### config.mk
export PLATFORM = sky130hd
export DESIGN_NAME = mmu
export DESIGN_NICKNAME = d
export VERILOG_FILES = /design/src/design/mmuPkg.sv /design/src/design/walkSequencer.sv /design/src/design/permissionCheck.sv /design/src/design/faultPrioritizer.sv /design/src/design/mmu.sv
export SDC_FILE = /design/constraint.sdc
export NUM_CORES = 1
export LEC_CHECK = 0
export BUFFER_PORTS_ARGS = -buffer_cell sky130_fd_sc_hd__buf_2
export CORE_UTILIZATION = 43
export CTS_CLUSTER_SIZE = 30
export DETAILED_ROUTE_END_ITERATION = 6
export PLACE_DENSITY = 0.81
export SLEW_MARGIN = 20
export SYNTH_ARGS = -nofsm -noshare
export SYNTH_HDL_FRONTEND = slang
export SYNTH_SLANG_ARGS = --single-unit
### constraint.sdc
create_clock -name clk -period 3.55 [get_ports clk]
set_clock_uncertainty 0.1 [all_clocks]
set_input_delay 0 -clock clk [delete_from_list [all_inputs] [get_ports clk]]
set_output_delay 0 -clock clk [all_outputs]
set_load 0.005 [all_outputs]
### src/design/mmuPkg.sv
package mmuPkg;

  // Phase of a table walk
  typedef enum logic [2:0] {
    ready,
    sectionTrans,
    coarseFetch,
    fineFetch,
    smallTrans,
    largeTrans,
    tinyTrans
  } walkStateT;

  // FSR fault status encodings
  typedef enum logic [3:0] {
    vectorFault    = 4'b0000,
    alignFault     = 4'b0001,
    extFirstLevel  = 4'b1100,  // Abort on first-level table fetch
    extSecondLevel = 4'b1110,  // Abort on second-level table fetch
    transSection   = 4'b0101,
    transPage      = 4'b0111,
    domainSection  = 4'b1001,
    domainPage     = 4'b1011,
    permSection    = 4'b1101,
    permPage       = 4'b1111,
    extSection     = 4'b1000,  // Abort on the final access
    extPage        = 4'b1010
  } faultCodeT;

  typedef struct packed {
    logic [31:0] addr;
    logic        write;
    logic        wordAccess;
    logic        dataAccess;
    logic        supMode;
    logic        valid;
  } cpuReqT;

  typedef struct packed {
    logic        enable;
    logic        sBit;
    logic        rBit;
    logic        cpsr4;   // Low in 26-bit mode
    logic [17:0] tBase;
    logic [31:0] dac;     // Sixteen two-bit domain fields
  } mmuControlT;

  typedef struct packed {
    walkStateT   state;
    logic [31:0] desc;
    logic [3:0]  domain;
    logic        descValid;
  } walkInfoT;

  typedef struct packed {
    logic [3:0] domain;
    faultCodeT  code;
  } faultStatusT;

  typedef struct packed {
    logic domainFault;
    logic apFault;
  } accessCheckT;

  // Word access not on a word boundary
  function automatic logic isMisaligned(cpuReqT req);
    return req.wordAccess && (req.addr[1:0] != 2'b00);
  endfunction

  // Data access into the exception vectors while in 26-bit mode
  function automatic logic isVectorAccess(cpuReqT req, mmuControlT control);
    return req.dataAccess && !control.cpsr4 && (req.addr < 32'h0000_0020);
  endfunction

endpackage

### src/design/walkSequencer.sv
module walkSequencer (
  input  logic               clk,
  input  logic               reset,
  input  mmuPkg::cpuReqT     cpuReq,
  input  mmuPkg::mmuControlT control,
  input  logic [31:0]        heldData,
  input  logic [31:0]        busRdata,
  input  logic               busReady,
  input  logic               abortWalk,
  output mmuPkg::walkInfoT   walk,
  output logic [31:0]        transAddr,
  output logic               transReq,
  output logic               transWrite,
  output logic               transDone
);

  mmuPkg::walkStateT state;
  mmuPkg::walkStateT nextState;
  logic [31:0] va;
  logic [3:0]  domainReg;
  logic        finalPhase;   // Translated access on the bus
  logic        domainPhase;  // heldData is the descriptor with the domain
  logic        earlyFault;

  assign va = cpuReq.addr;

  // Caught before any bus traffic
  assign earlyFault = mmuPkg::isMisaligned(cpuReq) ||
                      mmuPkg::isVectorAccess(cpuReq, control);

  assign finalPhase = state inside {mmuPkg::sectionTrans, mmuPkg::smallTrans,
                                    mmuPkg::largeTrans, mmuPkg::tinyTrans};
  assign domainPhase = state inside {mmuPkg::sectionTrans, mmuPkg::coarseFetch,
                                     mmuPkg::fineFetch};

  always_ff @(posedge clk, posedge reset) begin
    if (reset) begin
      state <= mmuPkg::ready;
    end else begin
      state <= nextState;
    end
  end

  // Advance on busReady, decoding the descriptor type bits as they arrive
  always_comb begin
    nextState = state;
    if (!control.enable || abortWalk) begin
      nextState = mmuPkg::ready;
    end else if (busReady) begin
      case (state)
        mmuPkg::ready: begin
          if (transReq) begin
            case (busRdata[1:0])
              2'b01:   nextState = mmuPkg::coarseFetch;
              2'b10:   nextState = mmuPkg::sectionTrans;
              2'b11:   nextState = mmuPkg::fineFetch;
              default: nextState = mmuPkg::ready;  // Invalid entry
            endcase
          end
        end
        mmuPkg::coarseFetch: begin
          if (busRdata[1:0] == 2'b01) begin
            nextState = mmuPkg::largeTrans;
          end else begin
            nextState = mmuPkg::smallTrans;
          end
        end
        mmuPkg::fineFetch: begin
          case (busRdata[1:0])
            2'b01:   nextState = mmuPkg::largeTrans;
            2'b11:   nextState = mmuPkg::tinyTrans;
            default: nextState = mmuPkg::smallTrans;
          endcase
        end
        default: nextState = mmuPkg::ready;  // Final access done
      endcase
    end
  end

  // Table or physical address for the current phase
  always_comb begin
    case (state)
      mmuPkg::ready:        transAddr = {control.tBase, va[31:20], 2'b00};
      mmuPkg::sectionTrans: transAddr = {heldData[31:20], va[19:0]};
      mmuPkg::coarseFetch:  transAddr = {heldData[31:10], va[19:12], 2'b00};
      mmuPkg::fineFetch:    transAddr = {heldData[31:12], va[19:10], 2'b00};
      mmuPkg::smallTrans:   transAddr = {heldData[31:12], va[11:0]};
      mmuPkg::largeTrans:   transAddr = {heldData[31:16], va[15:0]};
      mmuPkg::tinyTrans:    transAddr = {heldData[31:10], va[9:0]};
      default:              transAddr = {control.tBase, va[31:20], 2'b00};
    endcase
  end

  assign transReq   = (state == mmuPkg::ready) ? (cpuReq.valid && !earlyFault) : 1'b1;
  assign transWrite = finalPhase && cpuReq.write;  // Table fetches are reads
  assign transDone  = finalPhase && busReady;

  // Domain from the first-level descriptor, kept for the page phases
  always_ff @(posedge clk) begin
    if (domainPhase) begin
      domainReg <= heldData[8:5];
    end
  end

  always_comb begin
    walk.state     = state;
    walk.desc      = heldData;
    walk.domain    = domainPhase ? heldData[8:5] : domainReg;
    walk.descValid = (busRdata[1:0] != 2'b00);
  end

  // No walk is in flight while the MMU is switched off
  assert property (@(posedge clk) disable iff (reset)
    !control.enable |-> state == mmuPkg::ready)
    else $error("walk state not ready with MMU disabled");

  // Bus address holds until the slave answers
  assert property (@(posedge clk) disable iff (reset || !control.enable)
    transReq && !busReady |=> $stable(transAddr))
    else $error("transAddr changed during a stalled transaction");

endmodule

### src/design/permissionCheck.sv
module permissionCheck (
  input  mmuPkg::walkInfoT   walk,
  input  mmuPkg::cpuReqT     cpuReq,
  input  mmuPkg::mmuControlT control,
  output mmuPkg::accessCheckT check
);

  logic [1:0] domPerm;
  logic [7:0] subPerms;   // Four AP fields of a page descriptor
  logic [1:0] subIdx;
  logic [1:0] curAp;
  logic       apRaw;

  // Two-bit field of the domain access register
  assign domPerm = control.dac[{walk.domain, 1'b0} +: 2];

  assign subPerms = walk.desc[11:4];

  // Subpage picked by the virtual address
  always_comb begin
    if (walk.state == mmuPkg::largeTrans) begin
      subIdx = cpuReq.addr[15:14];
    end else begin
      subIdx = cpuReq.addr[11:10];
    end
  end

  always_comb begin
    case (walk.state)
      mmuPkg::sectionTrans: curAp = walk.desc[11:10];
      mmuPkg::smallTrans:   curAp = subPerms[{subIdx, 1'b0} +: 2];
      mmuPkg::largeTrans:   curAp = subPerms[{subIdx, 1'b0} +: 2];
      mmuPkg::tinyTrans:    curAp = walk.desc[5:4];
      default:              curAp = 2'b11;  // Full access, no check
    endcase
  end

  // AP decode with S and R for the 00 encoding
  always_comb begin
    case (curAp)
      2'b00: begin
        case ({control.sBit, control.rBit})
          2'b00:   apRaw = 1'b1;                                 // No access
          2'b10:   apRaw = !cpuReq.supMode || cpuReq.write;      // Supervisor read only
          2'b01:   apRaw = cpuReq.write;                         // Read only
          default: apRaw = 1'b0;
        endcase
      end
      2'b01:   apRaw = !cpuReq.supMode;                   // Supervisor only
      2'b10:   apRaw = !cpuReq.supMode && cpuReq.write;   // User read only
      default: apRaw = 1'b0;
    endcase
  end

  // Manager domains skip the permission check
  assign check.domainFault = (domPerm == 2'b00);
  assign check.apFault     = apRaw && (domPerm == 2'b01);

endmodule

### src/design/faultPrioritizer.sv
module faultPrioritizer (
  input  logic                clk,
  input  logic                reset,
  input  mmuPkg::walkInfoT    walk,
  input  mmuPkg::accessCheckT check,
  input  mmuPkg::cpuReqT      cpuReq,
  input  mmuPkg::mmuControlT  control,
  input  logic                busReady,
  input  logic                busAbort,
  input  logic                transDone,
  output logic                abortWalk,
  output logic                fault,
  output mmuPkg::faultStatusT faultStatus,
  output logic [31:0]         faultAddr
);

  mmuPkg::faultCodeT code;
  logic       hit;
  logic [3:0] reportDomain;

  // First true source wins, per walk phase
  always_comb begin
    code = mmuPkg::vectorFault;
    hit  = 1'b0;
    case (walk.state)
      mmuPkg::ready: begin
        if (cpuReq.valid) begin
          hit = 1'b1;
          if (mmuPkg::isVectorAccess(cpuReq, control)) begin
            code = mmuPkg::vectorFault;
          end else if (mmuPkg::isMisaligned(cpuReq)) begin
            code = mmuPkg::alignFault;
          end else if (busReady && busAbort) begin
            code = mmuPkg::extFirstLevel;
          end else if (busReady && !walk.descValid) begin
            code = mmuPkg::transSection;
          end else begin
            hit = 1'b0;
          end
        end
      end
      mmuPkg::sectionTrans: begin
        hit = transDone;
        if (busAbort) begin
          code = mmuPkg::extSection;
        end else if (check.domainFault) begin
          code = mmuPkg::domainSection;
        end else if (check.apFault) begin
          code = mmuPkg::permSection;
        end else begin
          hit = 1'b0;
        end
      end
      mmuPkg::coarseFetch, mmuPkg::fineFetch: begin
        hit = busReady;
        if (busAbort) begin
          code = mmuPkg::extSecondLevel;
        end else if (!walk.descValid) begin
          code = mmuPkg::transPage;
        end else if (check.domainFault) begin
          code = mmuPkg::domainPage;
        end else begin
          hit = 1'b0;
        end
      end
      default: begin
        // Small, large and tiny page access
        hit = transDone;
        if (busAbort) begin
          code = mmuPkg::extPage;
        end else if (check.apFault) begin
          code = mmuPkg::permPage;
        end else begin
          hit = 1'b0;
        end
      end
    endcase
  end

  assign abortWalk = hit && control.enable;
  assign fault     = abortWalk;

  // No descriptor read yet for faults found in ready
  assign reportDomain = (walk.state == mmuPkg::ready) ? 4'h0 : walk.domain;

  always_ff @(posedge clk, posedge reset) begin
    if (reset) begin
      faultStatus <= '0;
      faultAddr   <= '0;
    end else if (fault) begin
      faultStatus.domain <= reportDomain;
      faultStatus.code   <= code;
      faultAddr          <= cpuReq.addr;
    end
  end

  // FSR and FAR only move after a reported fault
  assert property (@(posedge clk) disable iff (reset)
    !$past(fault) |-> $stable(faultStatus) && $stable(faultAddr))
    else $error("FSR or FAR changed without a fault");

endmodule

### src/design/mmu.sv
module mmu (
  input  logic                clk,
  input  logic                reset,
  input  mmuPkg::cpuReqT      cpuReq,
  input  mmuPkg::mmuControlT  control,
  input  logic [31:0]         busRdata,
  input  logic                busReady,
  input  logic                busAbort,
  output logic                cpuReady,
  output logic                fault,
  output logic [31:0]         cpuRdata,
  output logic                busReq,
  output logic [31:0]         busAddr,
  output logic                busWrite,
  output mmuPkg::faultStatusT faultStatus,
  output logic [31:0]         faultAddr
);

  mmuPkg::walkInfoT    walk;
  mmuPkg::accessCheckT check;
  logic [31:0] heldData;   // Last word returned by the bus
  logic [31:0] transAddr;
  logic        transReq;
  logic        transWrite;
  logic        transDone;
  logic        abortWalk;

  always_ff @(posedge clk) begin
    if (busReady) begin
      heldData <= busRdata;
    end
  end

  walkSequencer u_walk (
    .clk        (clk),
    .reset      (reset),
    .cpuReq     (cpuReq),
    .control    (control),
    .heldData   (heldData),
    .busRdata   (busRdata),
    .busReady   (busReady),
    .abortWalk  (abortWalk),
    .walk       (walk),
    .transAddr  (transAddr),
    .transReq   (transReq),
    .transWrite (transWrite),
    .transDone  (transDone)
  );

  permissionCheck u_perm (
    .walk    (walk),
    .cpuReq  (cpuReq),
    .control (control),
    .check   (check)
  );

  // Fault is gated by enable inside
  faultPrioritizer u_fault (
    .clk         (clk),
    .reset       (reset),
    .walk        (walk),
    .check       (check),
    .cpuReq      (cpuReq),
    .control     (control),
    .busReady    (busReady),
    .busAbort    (busAbort),
    .transDone   (transDone),
    .abortWalk   (abortWalk),
    .fault       (fault),
    .faultStatus (faultStatus),
    .faultAddr   (faultAddr)
  );

  // Straight through to the bus when translation is off
  assign busReq   = control.enable ? transReq : cpuReq.valid;
  assign busAddr  = control.enable ? transAddr : cpuReq.addr;
  assign busWrite = control.enable ? transWrite : cpuReq.write;
  assign cpuReady = control.enable ? (transDone || fault) : busReady;
  assign cpuRdata = busRdata;

endmodule

==> results by group <==
Power and ir drop
  – Pwr/cell area: 450.5 nW/µm²
  – Combinational power share: 0.363
  – Int Power: 2258 µW
  – Leak pwr: 0.003421 µW
  – Sw frac: 0.3205
  – Sequential Power Share: 0.362
  – NetSw: 1065 µW
  – Clk pwr share: 0.275
  – VDD IR max: 284.1 µV

Floorplan
  – Die width: 110.4 µm
  – Core area: 11,420 µm²
  – Initial Utilization: 0.4428
  – Die Ht: 110.4 µm
  – Die area: 12,200 µm²
  – Row count: 39
  – I/O pins: 235

Setup path
  – R2R Setup Slk: -0.05 ns
  – Cell Chain, Critical Path: o21bai_4, buf_8, mux2i_4, a21oi_1, a22o_1, mux4_2, a32o_2, or3_4, o221ai_4, buf_12, clkbuf_16, mux2_1
  – Worst Setup Start Kind: flip-flop
  – Crit. End Element: flip-flop
  – CP top delay family: multiplexers
  – Reg-to-reg endpoint: u_fault.faultAddr[11]$_DFFE_PP0P_
  – Crit path DAT: 3.71 ns
  – Required @ worst endpoint: 3.66 ns
  – Crit-path slowest cell: mux4_2
  – Crit-path max cell delay: 0.50 ns
  – Worst path bufs/invs: 3
  – Crit. Startpoint: u_walk.state[1]$_DFFE_PP0P_
  – Reg2Reg Depth: 12
  – R2r startpoint: u_walk.state[1]$_DFFE_PP0P_
  – Crit Path Max Fanout: 15
  – Critical path type: flip-flop to flip-flop

Logic synthesis
  – Sequential element share of the synthesized area: 0.3950
  – Synth Flop Type: dfrtp_1
  – Synthesis-stage register bit count: 75
  – Post-synth EDFFs: 28
  – Warnings from Yosys: 0
  – Synth unique cells: 59
  – Mapped Nets: 654
  – Cells after synthesis: 527
  – FFs w/ async S/R, synth: 0.5733
  – Post-Syn Area: 5056 µm²
  – Mapped Avg Cell Area: 9.594 µm²

Routing
  – Number of DRC markers in iteration 0: 540
  – Via Count: 5,463
  – Routed WL: 17,650 µm
  – Residual DRC: 0
  – DRT antenna net count: 0
  – Vias per inst: 5.769
  – DRT Pass-1 Iters: 6
  – Drt wl/cell: 18.63 µm

CTS
  – CTS tree: done
  – Clock buffer count from CTS: 9
  – Worst-Skew Late Latency: 0.33 ns
  – CTS max path bufs: 2
  – # H-tree levels: 3
  – Root buffer cell: clkbuf_16
  – CTS sink cnt: 75
  – Clock-pin slew on the worst setup and hold paths: 0.06 ns

Hold path
  – Worst Hold Depth: 3
  – Hold path startpoint: busRdata[0]
  – Hold Crit Class: input port to flip-flop
  – Worst hold endpoint: u_walk.state[1]$_DFFE_PP0P_

Global route
  – Antenna violations before repair: 1
  – Total global-route track usage: 0.2811
  – Largest net degree at the start of global routing: 60
  – Vias in the first global route: 5,479
  – First-pass GRT wire length: 27,320 µm
  – Remaining Overflow, GRT: 0

STA
  – Setup ws final: -0.05016 ns
  – Tmin final: 3.600 ns
  – Final hold slack: 0.002995 ns
  – Tcrit/Tclk final: 1.014
  – Worst-Margin Slew: 1.046 ns
  – Setup TNS: -1.087 ns
  – RSZ-0062 raised after global routing: yes
  – Fin. Hold Viols: 0
  – Max-slew violations: 0
  – Setup violators final: 32
  – Max transition margin: 0.3025
  – F_max: 277.8 MHz

Cells and area
  – Layout cell share with drive strength beyond 1: 0.3848
  – Cell Count, Final, Fillers Out: 947
  – Layout fillers: 909
  – Commonest non-fill, non-tap cells in the layout: buf_2 (230), dlygate4sd3_1 (63), nand2_1 (49)
  – Area Overhead vs Synth: 45.85%
  – Commonest non-fill, non-tap cell in the layout: buf_2
  – Nets: 925
  – Finished Cell Area: 7375 µm²

Placement
  – Hpwl dp: 12,170 µm
  – RePlAce Congestion: 0.9241
  – Post-Place Cell Area: 6212 µm²
  – Placed cells: 861
  – DP Worst Slack: -0.1242 ns
  – Port-buffer cells: 230

Job
  – # Max-Cap Violations: 0

Outcome
  – Failing checks: negative setup slack
  – Status: finished, violations left
==> per-stage QoR <==
step                power [µW]    util
floorplan                 1783       -
global placement          2235  0.5441
detailed placement        2264  0.5441
CTS                       3255  0.6280
global route              3491  0.6458
finish                    3322  0.6458
==> sequential cells by signal (all words and copies together), names as in the netlist <==
signal               count
u_fault.faultAddr       32
heldData                28
u_fault.faultStatus      8
u_walk.domainReg         4
u_walk.state             3
==> synth_stat cells (all sizes together), types with 6 or more instances <==
master	instances	area, µm²
a211oi	9	67.56
a21oi	12	60.06
a22o	19	166.4
a22oi	20	150.1
a31oi	14	87.58
buf	46	330.3
clkbuf	21	78.83
dfrtp	43	1076
edfxtp	28	840.8
inv	24	90.09
mux2	37	416.7
mux2i	15	150.1
mux4	6	135.1
nand2	49	183.9
nand2b	8	50.05
nand3	7	35.03
nor2	36	135.1
nor2b	7	43.79
nor3	9	56.31
nor4	6	37.54
o211ai	10	75.07
o21ai	33	165.2
o22ai	9	56.30
==> worst max path at each step <==
stage / endpoint / cells past startpoint / slack, ns
finish: u_fault.faultAddr[11]$_DFFE_PP0P_ / 12 / -0.05
global route: u_fault.faultAddr[2]$_DFFE_PP0P_ / 12 / -0.12
CTS: cpuReady / 13 / -0.03
detailed placement: u_fault.faultAddr[27]$_DFFE_PP0P_ / 10 / -0.12
global placement: u_fault.faultAddr[10]$_DFFE_PP0P_ / 10 / -0.05
floorplan: u_fault.faultAddr[0]$_DFFE_PP0P_ / 11 / 0.13
==> cell families (layout without fill, tap and decap cells) <==
group | count (synthesis) | count (layout) | share of synthesized area
buffers and inverters | 91 | 367 | 0.09874
AOI/OAI and AO/OA | 162 | 162 | 0.2321
other | 0 | 1 | 0
DFF | 75 | 75 | 0.3950
adders and majority gates | 1 | 1 | 0.001980
and+or+nand+nor | 140 | 140 | 0.1334
muxes | 58 | 58 | 0.1388
==> power by group through the flow <==
stage / registers [µW] / clock network (µW) / logic (µW)
detailed placement: 1200 / 0 / 1060
global placement: 1200 / 0 / 1040
CTS: 1200 / 923 / 1130
global route: 1220 / 963 / 1310
finish: 1200 / 913 / 1210
floorplan: 1190 / 0 / 591
==> worst register-to-register path: cells and delay by family, from the launching register on <==
family          cells  cell delay (ns)
compound gates      5             0.99
buf+inv             3             0.53
flops               1             0.44
mux                 3             1.10
simple gates        1             0.34
==> final cells by class <==
class / instances / area (µm²) / share of cell area
inverter: 24 / 90.09 / 0.01222
sequential: 75 / 1998 / 0.2710
antenna: 1 / 2.502 / 0.0003393
tap: 143 / 178.9 / 0.02426
clock buffer: 10 / 229.0 / 0.03105
multi-input combinational: 361 / 2655 / 0.3600
clock inverter: 6 / 62.56 / 0.008483
timing repair buffer: 327 / 2158 / 0.2927
==> routing by layer <==
metal  global-route usage  up-vias  part of all wire
li1                     -     2499                 -
met1               0.3516     2621              0.40
met2               0.4687      292              0.49
met3              0.04391       51             0.075
met4               0.1449        0             0.034
met5                    0        -                 0
==> repair_timing <==
action | 4_1_cts | 5_1_grt
setup endpoints to repair | 42 | 42
gates resized for setup | 7 | 19
setup buffers | 0 | 2
gates cloned | 0 | 4
pin swaps | 0 | 5
endpoints found under the hold margin | 105 | 0
hold buffers | 63 | 0
No activity file was read; power rests on OpenSTA's default activity.
